## src/cache_bank_consts.svh

```systemverilog
`ifndef CACHE_BANK_CONSTS_SVH
`define CACHE_BANK_CONSTS_SVH

// ------------------------------------------------
// picture and line geometry
// ------------------------------------------------
`define CB_X_BITS          11    // luma pixel x
`define CB_Y_BITS          11    // luma pixel y
`define CB_LINE_H          3     // 8 pixels per line
`define CB_LINE_V          2     // 4 rows per line
`define CB_LINE_X_BITS     (`CB_X_BITS - `CB_LINE_H)
`define CB_LINE_Y_BITS     (`CB_Y_BITS - `CB_LINE_V)
`define CB_DIM_BITS        7
`define CB_REF_BITS        4

// ------------------------------------------------
// set and way geometry
// ------------------------------------------------
`define CB_SET_X           3     // set bits from line x
`define CB_SET_Y           2     // set bits from line y
`define CB_SET_BITS        (`CB_SET_X + `CB_SET_Y)
`define CB_SETS            (1 << `CB_SET_BITS)
`define CB_WAY_BITS        2
`define CB_WAYS            (1 << `CB_WAY_BITS)
`define CB_TAG_BITS        (`CB_REF_BITS + `CB_LINE_Y_BITS - `CB_SET_Y + `CB_LINE_X_BITS - `CB_SET_X)

// external memory
`define CB_MEM_ADDR_BITS   32
`define CB_LINE_BYTES_LOG  5     // 32 bytes per line

`endif

```

## src/cache_bank_pkg.sv

```systemverilog
`default_nettype none
`include "cache_bank_consts.svh"

package cache_bank_pkg;

   // pixel and line coordinates
   typedef logic [`CB_X_BITS-1:0]         pix_x_t;
   typedef logic [`CB_Y_BITS-1:0]         pix_y_t;
   typedef logic [`CB_LINE_X_BITS-1:0]    line_x_t;
   typedef logic [`CB_LINE_Y_BITS-1:0]    line_y_t;
   typedef logic [`CB_REF_BITS-1:0]       ref_idx_t;
   typedef logic [`CB_DIM_BITS-1:0]       dim_t;     // block width or height

   // ------------------------------------------------
   // tag store
   // ------------------------------------------------
   typedef logic [`CB_SET_BITS-1:0]       set_addr_t;
   typedef logic [`CB_TAG_BITS-1:0]       tag_t;     // ref, upper row, upper col
   typedef logic [`CB_WAY_BITS-1:0]       way_t;
   typedef logic [`CB_WAY_BITS-1:0]       age_t;     // 0 is most recent
   typedef logic [`CB_WAYS-1:0]           way_vec_t;

   // position inside a line
   typedef logic [`CB_LINE_H-1:0]         col_t;
   typedef logic [`CB_LINE_V-1:0]         row_t;

   typedef logic [`CB_MEM_ADDR_BITS-1:0]  mem_addr_t;

endpackage

`default_nettype wire

```

## src/bank_issue.sv

```systemverilog
`timescale 1ns/1ns
`default_nettype none
`include "cache_bank_consts.svh"

module bank_issue (
   input  wire                                       clk,
   input  wire                                       reset,
   input  wire                                       pipe_en,
   input  wire                                       valid_b,
   input  wire cache_bank_pkg::ref_idx_t             ref_idx_b,
   input  wire cache_bank_pkg::line_x_t              line_x_b,
   input  wire cache_bank_pkg::line_y_t              line_y_b,
   input  wire                                       hit,
   input  wire cache_bank_pkg::way_t                 hit_way,
   input  wire cache_bank_pkg::way_t                 victim_way,
   input  wire cache_bank_pkg::set_addr_t            set_b,
   input  wire cache_bank_pkg::tag_t                 tag_b,
   input  wire cache_bank_pkg::age_t [`CB_WAYS-1:0]  ages_b,
   input  wire                                       dest_en,
   input  wire cache_bank_pkg::col_t                 col_first,
   input  wire cache_bank_pkg::col_t                 col_last,
   input  wire cache_bank_pkg::row_t                 row_first,
   input  wire cache_bank_pkg::row_t                 row_last,
   output logic                                      wr_en,
   output cache_bank_pkg::set_addr_t                 wr_set,
   output cache_bank_pkg::way_t                      wr_way,
   output cache_bank_pkg::tag_t                      wr_tag,
   output cache_bank_pkg::age_t [`CB_WAYS-1:0]       wr_ages,
   output logic                                      res_valid,
   output logic                                      res_dest_en,
   output logic                                      res_hit,
   output cache_bank_pkg::way_t                      res_way,
   output cache_bank_pkg::set_addr_t                 res_set,
   output cache_bank_pkg::mem_addr_t                 res_miss_addr,
   output cache_bank_pkg::col_t                      res_col_first,
   output cache_bank_pkg::col_t                      res_col_last,
   output cache_bank_pkg::row_t                      res_row_first,
   output cache_bank_pkg::row_t                      res_row_last
);
   import cache_bank_pkg::*;

   logic                  use_en;
   way_t                  use_way;
   age_t                  use_age;
   age_t [`CB_WAYS-1:0]   new_ages;
   mem_addr_t             miss_addr;

   assign use_en  = valid_b && dest_en;
   assign use_way = hit ? hit_way : victim_way;   // victim on a miss
   assign use_age = ages_b[use_way];

   // ------------------------------------------------
   // age update
   // ------------------------------------------------
   always_comb begin
      for (int w = 0; w < `CB_WAYS; w++) begin
         if (way_t'(w) == use_way)
            new_ages[w] = '0;
         else if (ages_b[w] < use_age)
            new_ages[w] = ages_b[w] + 1'b1;
         else
            new_ages[w] = ages_b[w];
      end
   end

   assign miss_addr = mem_addr_t'({ref_idx_b, line_y_b, line_x_b}) << `CB_LINE_BYTES_LOG;

   // store write on the B to C edge
   assign wr_en   = pipe_en && use_en;
   assign wr_set  = set_b;
   assign wr_way  = use_way;
   assign wr_tag  = tag_b;   // rewrites the same tag on a hit
   assign wr_ages = new_ages;

   // ------------------------------------------------
   // stage C result register
   // ------------------------------------------------
   always_ff @(posedge clk) begin
      if (reset) begin
         res_valid <= 1'b0;
      end else if (pipe_en) begin
         res_valid <= valid_b;
      end
   end

   always_ff @(posedge clk) begin
      if (pipe_en) begin
         res_dest_en   <= dest_en;
         res_hit       <= use_en && hit;
         res_way       <= use_en ? use_way : '0;
         res_set       <= set_b;
         res_miss_addr <= (use_en && !hit) ? miss_addr : '0;
         res_col_first <= col_first;   // already zero when disabled
         res_col_last  <= col_last;
         res_row_first <= row_first;
         res_row_last  <= row_last;
      end
   end

endmodule

`default_nettype wire

```

## src/cache_bank.sv

```systemverilog
`timescale 1ns/1ns
`default_nettype none
`include "cache_bank_consts.svh"

module cache_bank (
   input  wire                              clk,
   input  wire                              reset,
   input  wire                              req_valid,
   output logic                             req_ready,
   input  wire cache_bank_pkg::line_x_t     line_x,
   input  wire cache_bank_pkg::line_y_t     line_y,
   input  wire cache_bank_pkg::ref_idx_t    ref_idx,
   input  wire cache_bank_pkg::pix_x_t      blk_x,
   input  wire cache_bank_pkg::pix_y_t      blk_y,
   input  wire cache_bank_pkg::dim_t        blk_w,
   input  wire cache_bank_pkg::dim_t        blk_h,
   input  wire                              res_ready,
   output logic                             res_valid,
   output logic                             res_dest_en,
   output logic                             res_hit,
   output cache_bank_pkg::way_t             res_way,
   output cache_bank_pkg::set_addr_t        res_set,
   output cache_bank_pkg::mem_addr_t        res_miss_addr,
   output cache_bank_pkg::col_t             res_col_first,
   output cache_bank_pkg::col_t             res_col_last,
   output cache_bank_pkg::row_t             res_row_first,
   output cache_bank_pkg::row_t             res_row_last
);
   import cache_bank_pkg::*;

   logic                  pipe_en;
   // stage A request
   logic                  valid_a;
   line_x_t               line_x_a;
   line_y_t               line_y_a;
   ref_idx_t              ref_idx_a;
   pix_x_t                blk_x_a;
   pix_y_t                blk_y_a;
   dim_t                  blk_w_a;
   dim_t                  blk_h_a;
   set_addr_t             rd_set;
   tag_t                  rd_tag;
   // stage B request
   logic                  valid_b;
   line_x_t               line_x_b;
   line_y_t               line_y_b;
   ref_idx_t              ref_idx_b;
   // lookup and window results
   logic                  hit;
   way_t                  hit_way;
   way_t                  victim_way;
   set_addr_t             set_b;
   tag_t                  tag_b;
   age_t [`CB_WAYS-1:0]   ages_b;
   logic                  dest_en;
   col_t                  col_first;
   col_t                  col_last;
   row_t                  row_first;
   row_t                  row_last;
   // store write
   logic                  wr_en;
   set_addr_t             wr_set;
   way_t                  wr_way;
   tag_t                  wr_tag;
   age_t [`CB_WAYS-1:0]   wr_ages;

   // one enable moves every stage
   assign pipe_en   = !res_valid || res_ready;
   assign req_ready = pipe_en;

   always_ff @(posedge clk) begin
      if (reset) begin
         valid_a <= 1'b0;
         valid_b <= 1'b0;
      end else if (pipe_en) begin
         valid_a <= req_valid;
         valid_b <= valid_a;
      end
   end

   always_ff @(posedge clk) begin
      if (pipe_en) begin
         line_x_a  <= line_x;
         line_y_a  <= line_y;
         ref_idx_a <= ref_idx;
         blk_x_a   <= blk_x;
         blk_y_a   <= blk_y;
         blk_w_a   <= blk_w;
         blk_h_a   <= blk_h;
         line_x_b  <= line_x_a;
         line_y_b  <= line_y_a;
         ref_idx_b <= ref_idx_a;
      end
   end

   // low row bits above low column bits
   assign rd_set = {line_y_a[`CB_SET_Y-1:0], line_x_a[`CB_SET_X-1:0]};
   assign rd_tag = {ref_idx_a, line_y_a[`CB_LINE_Y_BITS-1:`CB_SET_Y],
                    line_x_a[`CB_LINE_X_BITS-1:`CB_SET_X]};

   // ------------------------------------------------
   // lookup, window, issue
   // ------------------------------------------------
   tag_lookup u_tag_lookup (
      .clk        (clk),
      .reset      (reset),
      .pipe_en    (pipe_en),
      .rd_set     (rd_set),
      .rd_tag     (rd_tag),
      .wr_en      (wr_en),
      .wr_set     (wr_set),
      .wr_way     (wr_way),
      .wr_tag     (wr_tag),
      .wr_ages    (wr_ages),
      .hit        (hit),
      .hit_way    (hit_way),
      .victim_way (victim_way),
      .set_b      (set_b),
      .tag_b      (tag_b),
      .ages_b     (ages_b)
   );

   dest_window u_dest_window (
      .clk       (clk),
      .reset     (reset),
      .pipe_en   (pipe_en),
      .line_x    (line_x_a),
      .line_y    (line_y_a),
      .blk_x     (blk_x_a),
      .blk_y     (blk_y_a),
      .blk_w     (blk_w_a),
      .blk_h     (blk_h_a),
      .dest_en   (dest_en),
      .col_first (col_first),
      .col_last  (col_last),
      .row_first (row_first),
      .row_last  (row_last)
   );

   bank_issue u_bank_issue (
      .clk           (clk),
      .reset         (reset),
      .pipe_en       (pipe_en),
      .valid_b       (valid_b),
      .ref_idx_b     (ref_idx_b),
      .line_x_b      (line_x_b),
      .line_y_b      (line_y_b),
      .hit           (hit),
      .hit_way       (hit_way),
      .victim_way    (victim_way),
      .set_b         (set_b),
      .tag_b         (tag_b),
      .ages_b        (ages_b),
      .dest_en       (dest_en),
      .col_first     (col_first),
      .col_last      (col_last),
      .row_first     (row_first),
      .row_last      (row_last),
      .wr_en         (wr_en),
      .wr_set        (wr_set),
      .wr_way        (wr_way),
      .wr_tag        (wr_tag),
      .wr_ages       (wr_ages),
      .res_valid     (res_valid),
      .res_dest_en   (res_dest_en),
      .res_hit       (res_hit),
      .res_way       (res_way),
      .res_set       (res_set),
      .res_miss_addr (res_miss_addr),
      .res_col_first (res_col_first),
      .res_col_last  (res_col_last),
      .res_row_first (res_row_first),
      .res_row_last  (res_row_last)
   );

endmodule

`default_nettype wire

```

## src/dest_window.sv

```systemverilog
`timescale 1ns/1ns
`default_nettype none
`include "cache_bank_consts.svh"

module dest_window (
   input  wire                              clk,
   input  wire                              reset,
   input  wire                              pipe_en,
   input  wire cache_bank_pkg::line_x_t     line_x,
   input  wire cache_bank_pkg::line_y_t     line_y,
   input  wire cache_bank_pkg::pix_x_t      blk_x,
   input  wire cache_bank_pkg::pix_y_t      blk_y,
   input  wire cache_bank_pkg::dim_t        blk_w,
   input  wire cache_bank_pkg::dim_t        blk_h,
   output logic                             dest_en,
   output cache_bank_pkg::col_t             col_first,
   output cache_bank_pkg::col_t             col_last,
   output cache_bank_pkg::row_t             row_first,
   output cache_bank_pkg::row_t             row_last
);
   import cache_bank_pkg::*;

   // one extra bit so exclusive right and bottom edges fit
   logic [`CB_X_BITS:0]  x_l;
   logic [`CB_X_BITS:0]  x_r;
   logic [`CB_X_BITS:0]  bx_r;
   logic [`CB_X_BITS:0]  x_lo;
   logic [`CB_X_BITS:0]  x_hi;
   logic [`CB_Y_BITS:0]  y_t;
   logic [`CB_Y_BITS:0]  y_b;
   logic [`CB_Y_BITS:0]  by_b;
   logic [`CB_Y_BITS:0]  y_lo;
   logic [`CB_Y_BITS:0]  y_hi;
   logic                 overlap;

   always_comb begin
      x_l  = {1'b0, line_x, {`CB_LINE_H{1'b0}}};
      x_r  = x_l + (`CB_X_BITS+1)'(1 << `CB_LINE_H);
      bx_r = {1'b0, blk_x} + (`CB_X_BITS+1)'(blk_w);
      x_lo = (x_l > {1'b0, blk_x}) ? x_l : {1'b0, blk_x};
      x_hi = (x_r < bx_r) ? x_r : bx_r;

      y_t  = {1'b0, line_y, {`CB_LINE_V{1'b0}}};
      y_b  = y_t + (`CB_Y_BITS+1)'(1 << `CB_LINE_V);
      by_b = {1'b0, blk_y} + (`CB_Y_BITS+1)'(blk_h);
      y_lo = (y_t > {1'b0, blk_y}) ? y_t : {1'b0, blk_y};
      y_hi = (y_b < by_b) ? y_b : by_b;

      overlap = (x_lo < x_hi) && (y_lo < y_hi);   // empty block never overlaps
   end

   always_ff @(posedge clk) begin
      if (reset) begin
         dest_en <= 1'b0;
      end else if (pipe_en) begin
         dest_en <= overlap;
      end
   end

   // range relative to the line's top left corner
   always_ff @(posedge clk) begin
      if (pipe_en) begin
         col_first <= overlap ? col_t'(x_lo - x_l) : '0;
         col_last  <= overlap ? col_t'(x_hi - x_l - 1'b1) : '0;
         row_first <= overlap ? row_t'(y_lo - y_t) : '0;
         row_last  <= overlap ? row_t'(y_hi - y_t - 1'b1) : '0;
      end
   end

endmodule

`default_nettype wire

```

## src/tag_lookup.sv

```systemverilog
`timescale 1ns/1ns
`default_nettype none
`include "cache_bank_consts.svh"

module tag_lookup (
   input  wire                                       clk,
   input  wire                                       reset,
   input  wire                                       pipe_en,
   input  wire cache_bank_pkg::set_addr_t            rd_set,
   input  wire cache_bank_pkg::tag_t                 rd_tag,
   input  wire                                       wr_en,
   input  wire cache_bank_pkg::set_addr_t            wr_set,
   input  wire cache_bank_pkg::way_t                 wr_way,
   input  wire cache_bank_pkg::tag_t                 wr_tag,
   input  wire cache_bank_pkg::age_t [`CB_WAYS-1:0]  wr_ages,
   output logic                                      hit,
   output cache_bank_pkg::way_t                      hit_way,
   output cache_bank_pkg::way_t                      victim_way,
   output cache_bank_pkg::set_addr_t                 set_b,
   output cache_bank_pkg::tag_t                      tag_b,
   output cache_bank_pkg::age_t [`CB_WAYS-1:0]       ages_b
);
   import cache_bank_pkg::*;

   tag_t                  tag_mem [`CB_SETS][`CB_WAYS];
   way_vec_t              valid_mem [`CB_SETS];
   age_t [`CB_WAYS-1:0]   age_mem [`CB_SETS];

   tag_t                  tags_q [`CB_WAYS];   // stage B copy of the set
   way_vec_t              vld_q;
   way_vec_t              hit_vec;
   logic                  fwd;

   // write from the item leaving B lands on the set entering B
   assign fwd = wr_en && (wr_set == rd_set);

   // ------------------------------------------------
   // storage
   // ------------------------------------------------
   always_ff @(posedge clk) begin
      if (wr_en) begin
         tag_mem[wr_set][wr_way] <= wr_tag;
      end
   end

   always_ff @(posedge clk) begin
      if (reset) begin
         for (int s = 0; s < `CB_SETS; s++) begin
            valid_mem[s] <= '0;
            for (int w = 0; w < `CB_WAYS; w++) begin
               age_mem[s][w] <= age_t'(w);   // ways start at ages 0..3
            end
         end
      end else if (wr_en) begin
         valid_mem[wr_set][wr_way] <= 1'b1;
         age_mem[wr_set] <= wr_ages;
      end
   end

   // ------------------------------------------------
   // stage B read register with forwarding
   // ------------------------------------------------
   always_ff @(posedge clk) begin
      if (pipe_en) begin
         set_b  <= rd_set;
         tag_b  <= rd_tag;
         ages_b <= fwd ? wr_ages : age_mem[rd_set];
         for (int w = 0; w < `CB_WAYS; w++) begin
            if (fwd && (wr_way == way_t'(w))) begin
               tags_q[w] <= wr_tag;
               vld_q[w]  <= 1'b1;
            end else begin
               tags_q[w] <= tag_mem[rd_set][w];
               vld_q[w]  <= valid_mem[rd_set][w];
            end
         end
      end
   end

   // tag compare
   always_comb begin
      hit_vec = '0;
      hit_way = '0;
      for (int w = 0; w < `CB_WAYS; w++) begin
         hit_vec[w] = vld_q[w] && (tags_q[w] == tag_b);
         if (hit_vec[w])
            hit_way = way_t'(w);
      end
   end

   assign hit = |hit_vec;

   // lowest invalid way wins, otherwise the oldest one
   always_comb begin
      victim_way = '0;
      for (int w = 0; w < `CB_WAYS; w++) begin
         if (ages_b[w] == '1)
            victim_way = way_t'(w);
      end
      for (int w = `CB_WAYS - 1; w >= 0; w--) begin
         if (!vld_q[w])
            victim_way = way_t'(w);
      end
   end

endmodule

`default_nettype wire

```

## config.mk

```make
export PLATFORM = sky130hd
export DESIGN_NAME = cache_bank
export DESIGN_NICKNAME = d
export VERILOG_FILES = /design/src/cache_bank_pkg.sv /design/src/bank_issue.sv /design/src/cache_bank.sv /design/src/dest_window.sv /design/src/tag_lookup.sv
export VERILOG_INCLUDE_DIRS = /design/src
export SDC_FILE = /design/constraint.sdc
export NUM_CORES = 2
export LEC_CHECK = 0
export BUFFER_PORTS_ARGS = -buffer_cell sky130_fd_sc_hd__buf_4
export CAP_MARGIN = 20
export CORE_UTILIZATION = 60
export CTS_CLUSTER_DIAMETER = 150
export DETAILED_ROUTE_END_ITERATION = 8
export PLACE_DENSITY = 0.76
export SYNTH_ARGS = -nofsm -noshare
export SYNTH_HDL_FRONTEND = slang
export SYNTH_SLANG_ARGS = --single-unit
```

## constraint.sdc

```tcl
create_clock -name clk -period 17.9 [get_ports clk]
set_input_delay 0.895 -clock clk [delete_from_list [all_inputs] [get_ports clk]]
set_output_delay 0.895 -clock clk [all_outputs]
set_load 0.02 [all_outputs]
```

==> out/qor.yml <==
status: "finished, violations left"
violations: "DRC"
fin_nets: 5829
die_x_um: 423.8
antenna_left: 0
clockRootBuffer: "clkbuf_16"
vdd_drop_max_v: 0.0001029
slowest_delay_ns: 0.85
cp-end-kind: "register"
synth_top_family_by_area: "multiplexers"
layout_common_cells: "edfxtp_1 (2508), mux4_2 (760), nor2_1 (412), clkbuf_16 (285), buf_4 (283)"
synth_simple_gate_area_frac: 0.04135
clk_pin_slew_ns: 0.06
crit_type: "reg -> reg"
portBuffers: 102
rows: 154
synth_top_cell_by_area: "edfxtp_1"
crit_top_cell: "buf_4"
fmax_mhz: 158.3
dp_hpwl_mm: 152.8
cts_buffer_depth: 4
fin_crit_sh: 0.3529
layout-drive-gt1-share: 0.2810
fill_cells: 10781
antenna_found_initial: 13
grt_pass1_vias: 55741
clock_sinks: 2645
die-area_um2: 179600
setup_viol: 0
skew_ns: 0.08088
p_per_area_nw_per_um2: 113.2
crit_chain: "buf_4 -> buf_4 -> buf_4 -> xnor2_1 -> nand4_1 -> or4_4 -> nor2_4 -> inv_2 -> nand2_1 -> o211ai_1 -> nand2_1 -> ha_1 -> inv_1 -> o2111ai_1 -> o221ai_2 -> mux2i_4 -> a21oi_1"
critPathLaunchType: "register"
crit_arrival_ns: 6.91
hold_viol: 0
h-tree-depth: 5
worstMarginPinSlew_ns: 1.236
chipHeight_um: 423.8
grt_max_degree: 138
synth-main-ff-cell: "edfxtp_1"
via_count: 55834
finalCriticalPeriod_ns: 6.317
setup_tns_ns: 0
cp.required_ns: 18.49
cp_max_fo: 57
slowest_stage: "mux2i_4"
power_leakage_uw: 0.03794
fin_util: 0.6761
grt_util_all_layers: 0.3042
ys_ff_latch: 2645
cts_buffers: 278
hold_buffers: 0
synthXorXnorAreaFrac: 0.008370
ys_seq_area_frac: 0.7313
routed_wl_mm: 270.6
clk_latency_ns: 0.94
cts_setup_buffers: 0
io_pins: 114
drtIter0Drc: 7808
post-place-ws_ns: 11.63
avgSynthCellArea_um2: 19.65
syn_inst: 5433
start_util: 0.6047
syn_area_um2: 106700
synth-compound-area-share: 0.02577
routedWlPerCell_um: 32.93
synth_area_leaders: "edfxtp_1 (71%), mux4_2 (16%), dfxtp_1 (2.6%), nor2_1 (1.6%), a21oi_1 (1.1%)"
routabilityCongestion: 0.8737
synth-edff-count: 2508
synthDistinctLibCells: 84
synth_async_sr_flop_share: 0
relSlewSlack: 0.1738
final_common_cell: "edfxtp_1"
grt_pass1_wl_mm: 389.7
viasPerCell: 6.796
synth_mux_area_frac: 0.1683
rsz0062_at_grt: "no"
drv_cap: 0
area_growth_pct: 11.81
route.detailed.drc: 16
yosysTopAreaCellShare: 0.7056
finalWorstSetupSlack_ns: 11.58
grt-ovfl-total: 0
dr.pass1.iters: 7
synth_fa_ha_area_frac: 0.009753
cts_tree: "done"
core_area_um2: 176500
finalMaxSlewViolations: 0
worstHoldPathType: "in -> reg"
post_cts_resized: 0
yosysWarnings: 0
sequential cells by signal, indices dropped and copies added, names as in the netlist, 4 cells and up, named ones only:
register,cells
line_x_a,8
u_bank_issue.res_miss_addr,21
line_y_b,8
line_x_b,7
blk_w_a,7
u_tag_lookup.tag_mem,2048
u_bank_issue.res_set,5
line_y_a,9
u_tag_lookup.tags_q,64
u_tag_lookup.valid_mem,128
blk_h_a,7
blk_x_a,11
u_tag_lookup.age_mem,256
u_tag_lookup.ages_b,8
u_tag_lookup.vld_q,4
ref_idx_a,4
ref_idx_b,4
blk_y_a,11
metal layers:
metal	up-vias	track usage	routed length (µm)
li1	22473	-	-
met1	29115	0.4182	99430
met2	3642	0.4780	130800
met3	586	0.07563	30070
met4	18	0.1120	10120
met5	-	0	111
kinds of logic after synthesis:
family,Yosys count
other cells,1
simple gates,927
flops,2645
buf+inv,378
mux,840
compound gates,458
xor+xnor,102
fa+ha+maj,82
worst max-delay path: cells and delay by family (launching register included):
family / cells / cell delay, ns
fa+ha+maj: 1 / 0.25
xor+xnor: 1 / 0.23
simple gates: 5 / 1.62
compound gates: 4 / 0.65
mux: 1 / 0.85
flops: 1 / 0.32
buf+inv: 5 / 1.96
synth_stat cells (33+ instances only):
library cell and n:
xnor2_1 70, edfxtp_1 2508, nor3_2 63, o21ai_0 63, a21oi_1 243, inv_1 41
mux4_2 760, dfxtp_1 137, clkbuf_1 214, nand2_1 192, mux2i_1 65, ha_1 80
buf_1 59, nor2_1 463, a21oi_2 33
worst paths after layout:
kind              slack [ns]                       endpoint                  startpoint  cells after the start
setup / recovery       11.58         u_tag_lookup.ages_b[7]                 line_x_b[4]                     17
hold / removal          0.15                   ref_idx_a[1]                  ref_idx[1]                      1
setup reg to reg       11.58         u_tag_lookup.ages_b[7]                 line_x_b[4]                     17
hold reg to reg         0.42  u_bank_issue.res_row_first[1]  u_dest_window.row_first[1]                      0
area by class of cell:
class,instances,area (µm²),share of cell area
flip-flops and latches,2645,78070,0.6542
repair buffers,299,2411,0.02020
well taps,2340,2928,0.02453
clock inverters,118,1061,0.008891
clock buffers,347,7405,0.06205
diodes,5,12.51,0.0001048
multi-input cells,2420,27280,0.2286
inverters,42,162.7,0.001363
through the flow:
stage	hold WS [ns]	total power [µW]	instance area [µm²]	instances
final	0.1506	13510	119300	8216
after global routing	0.1232	13850	119300	8212
after CTS	0.09973	13550	119200	8201
after detailed placement	0.4045	8136	110700	7736
after global placement	0.4007	8115	110700	7736
after floorplan	0.4003	7798	106800	5443
report_power, final:
part           internal, µW  switching (µW)  total, µW
Clock                  3190            2290       5480
Combinational           406             667       1070
Sequential             6890            68.3       6960
Total                 10500            3020      13500
No activity file was read; power rests on OpenSTA's default activity.
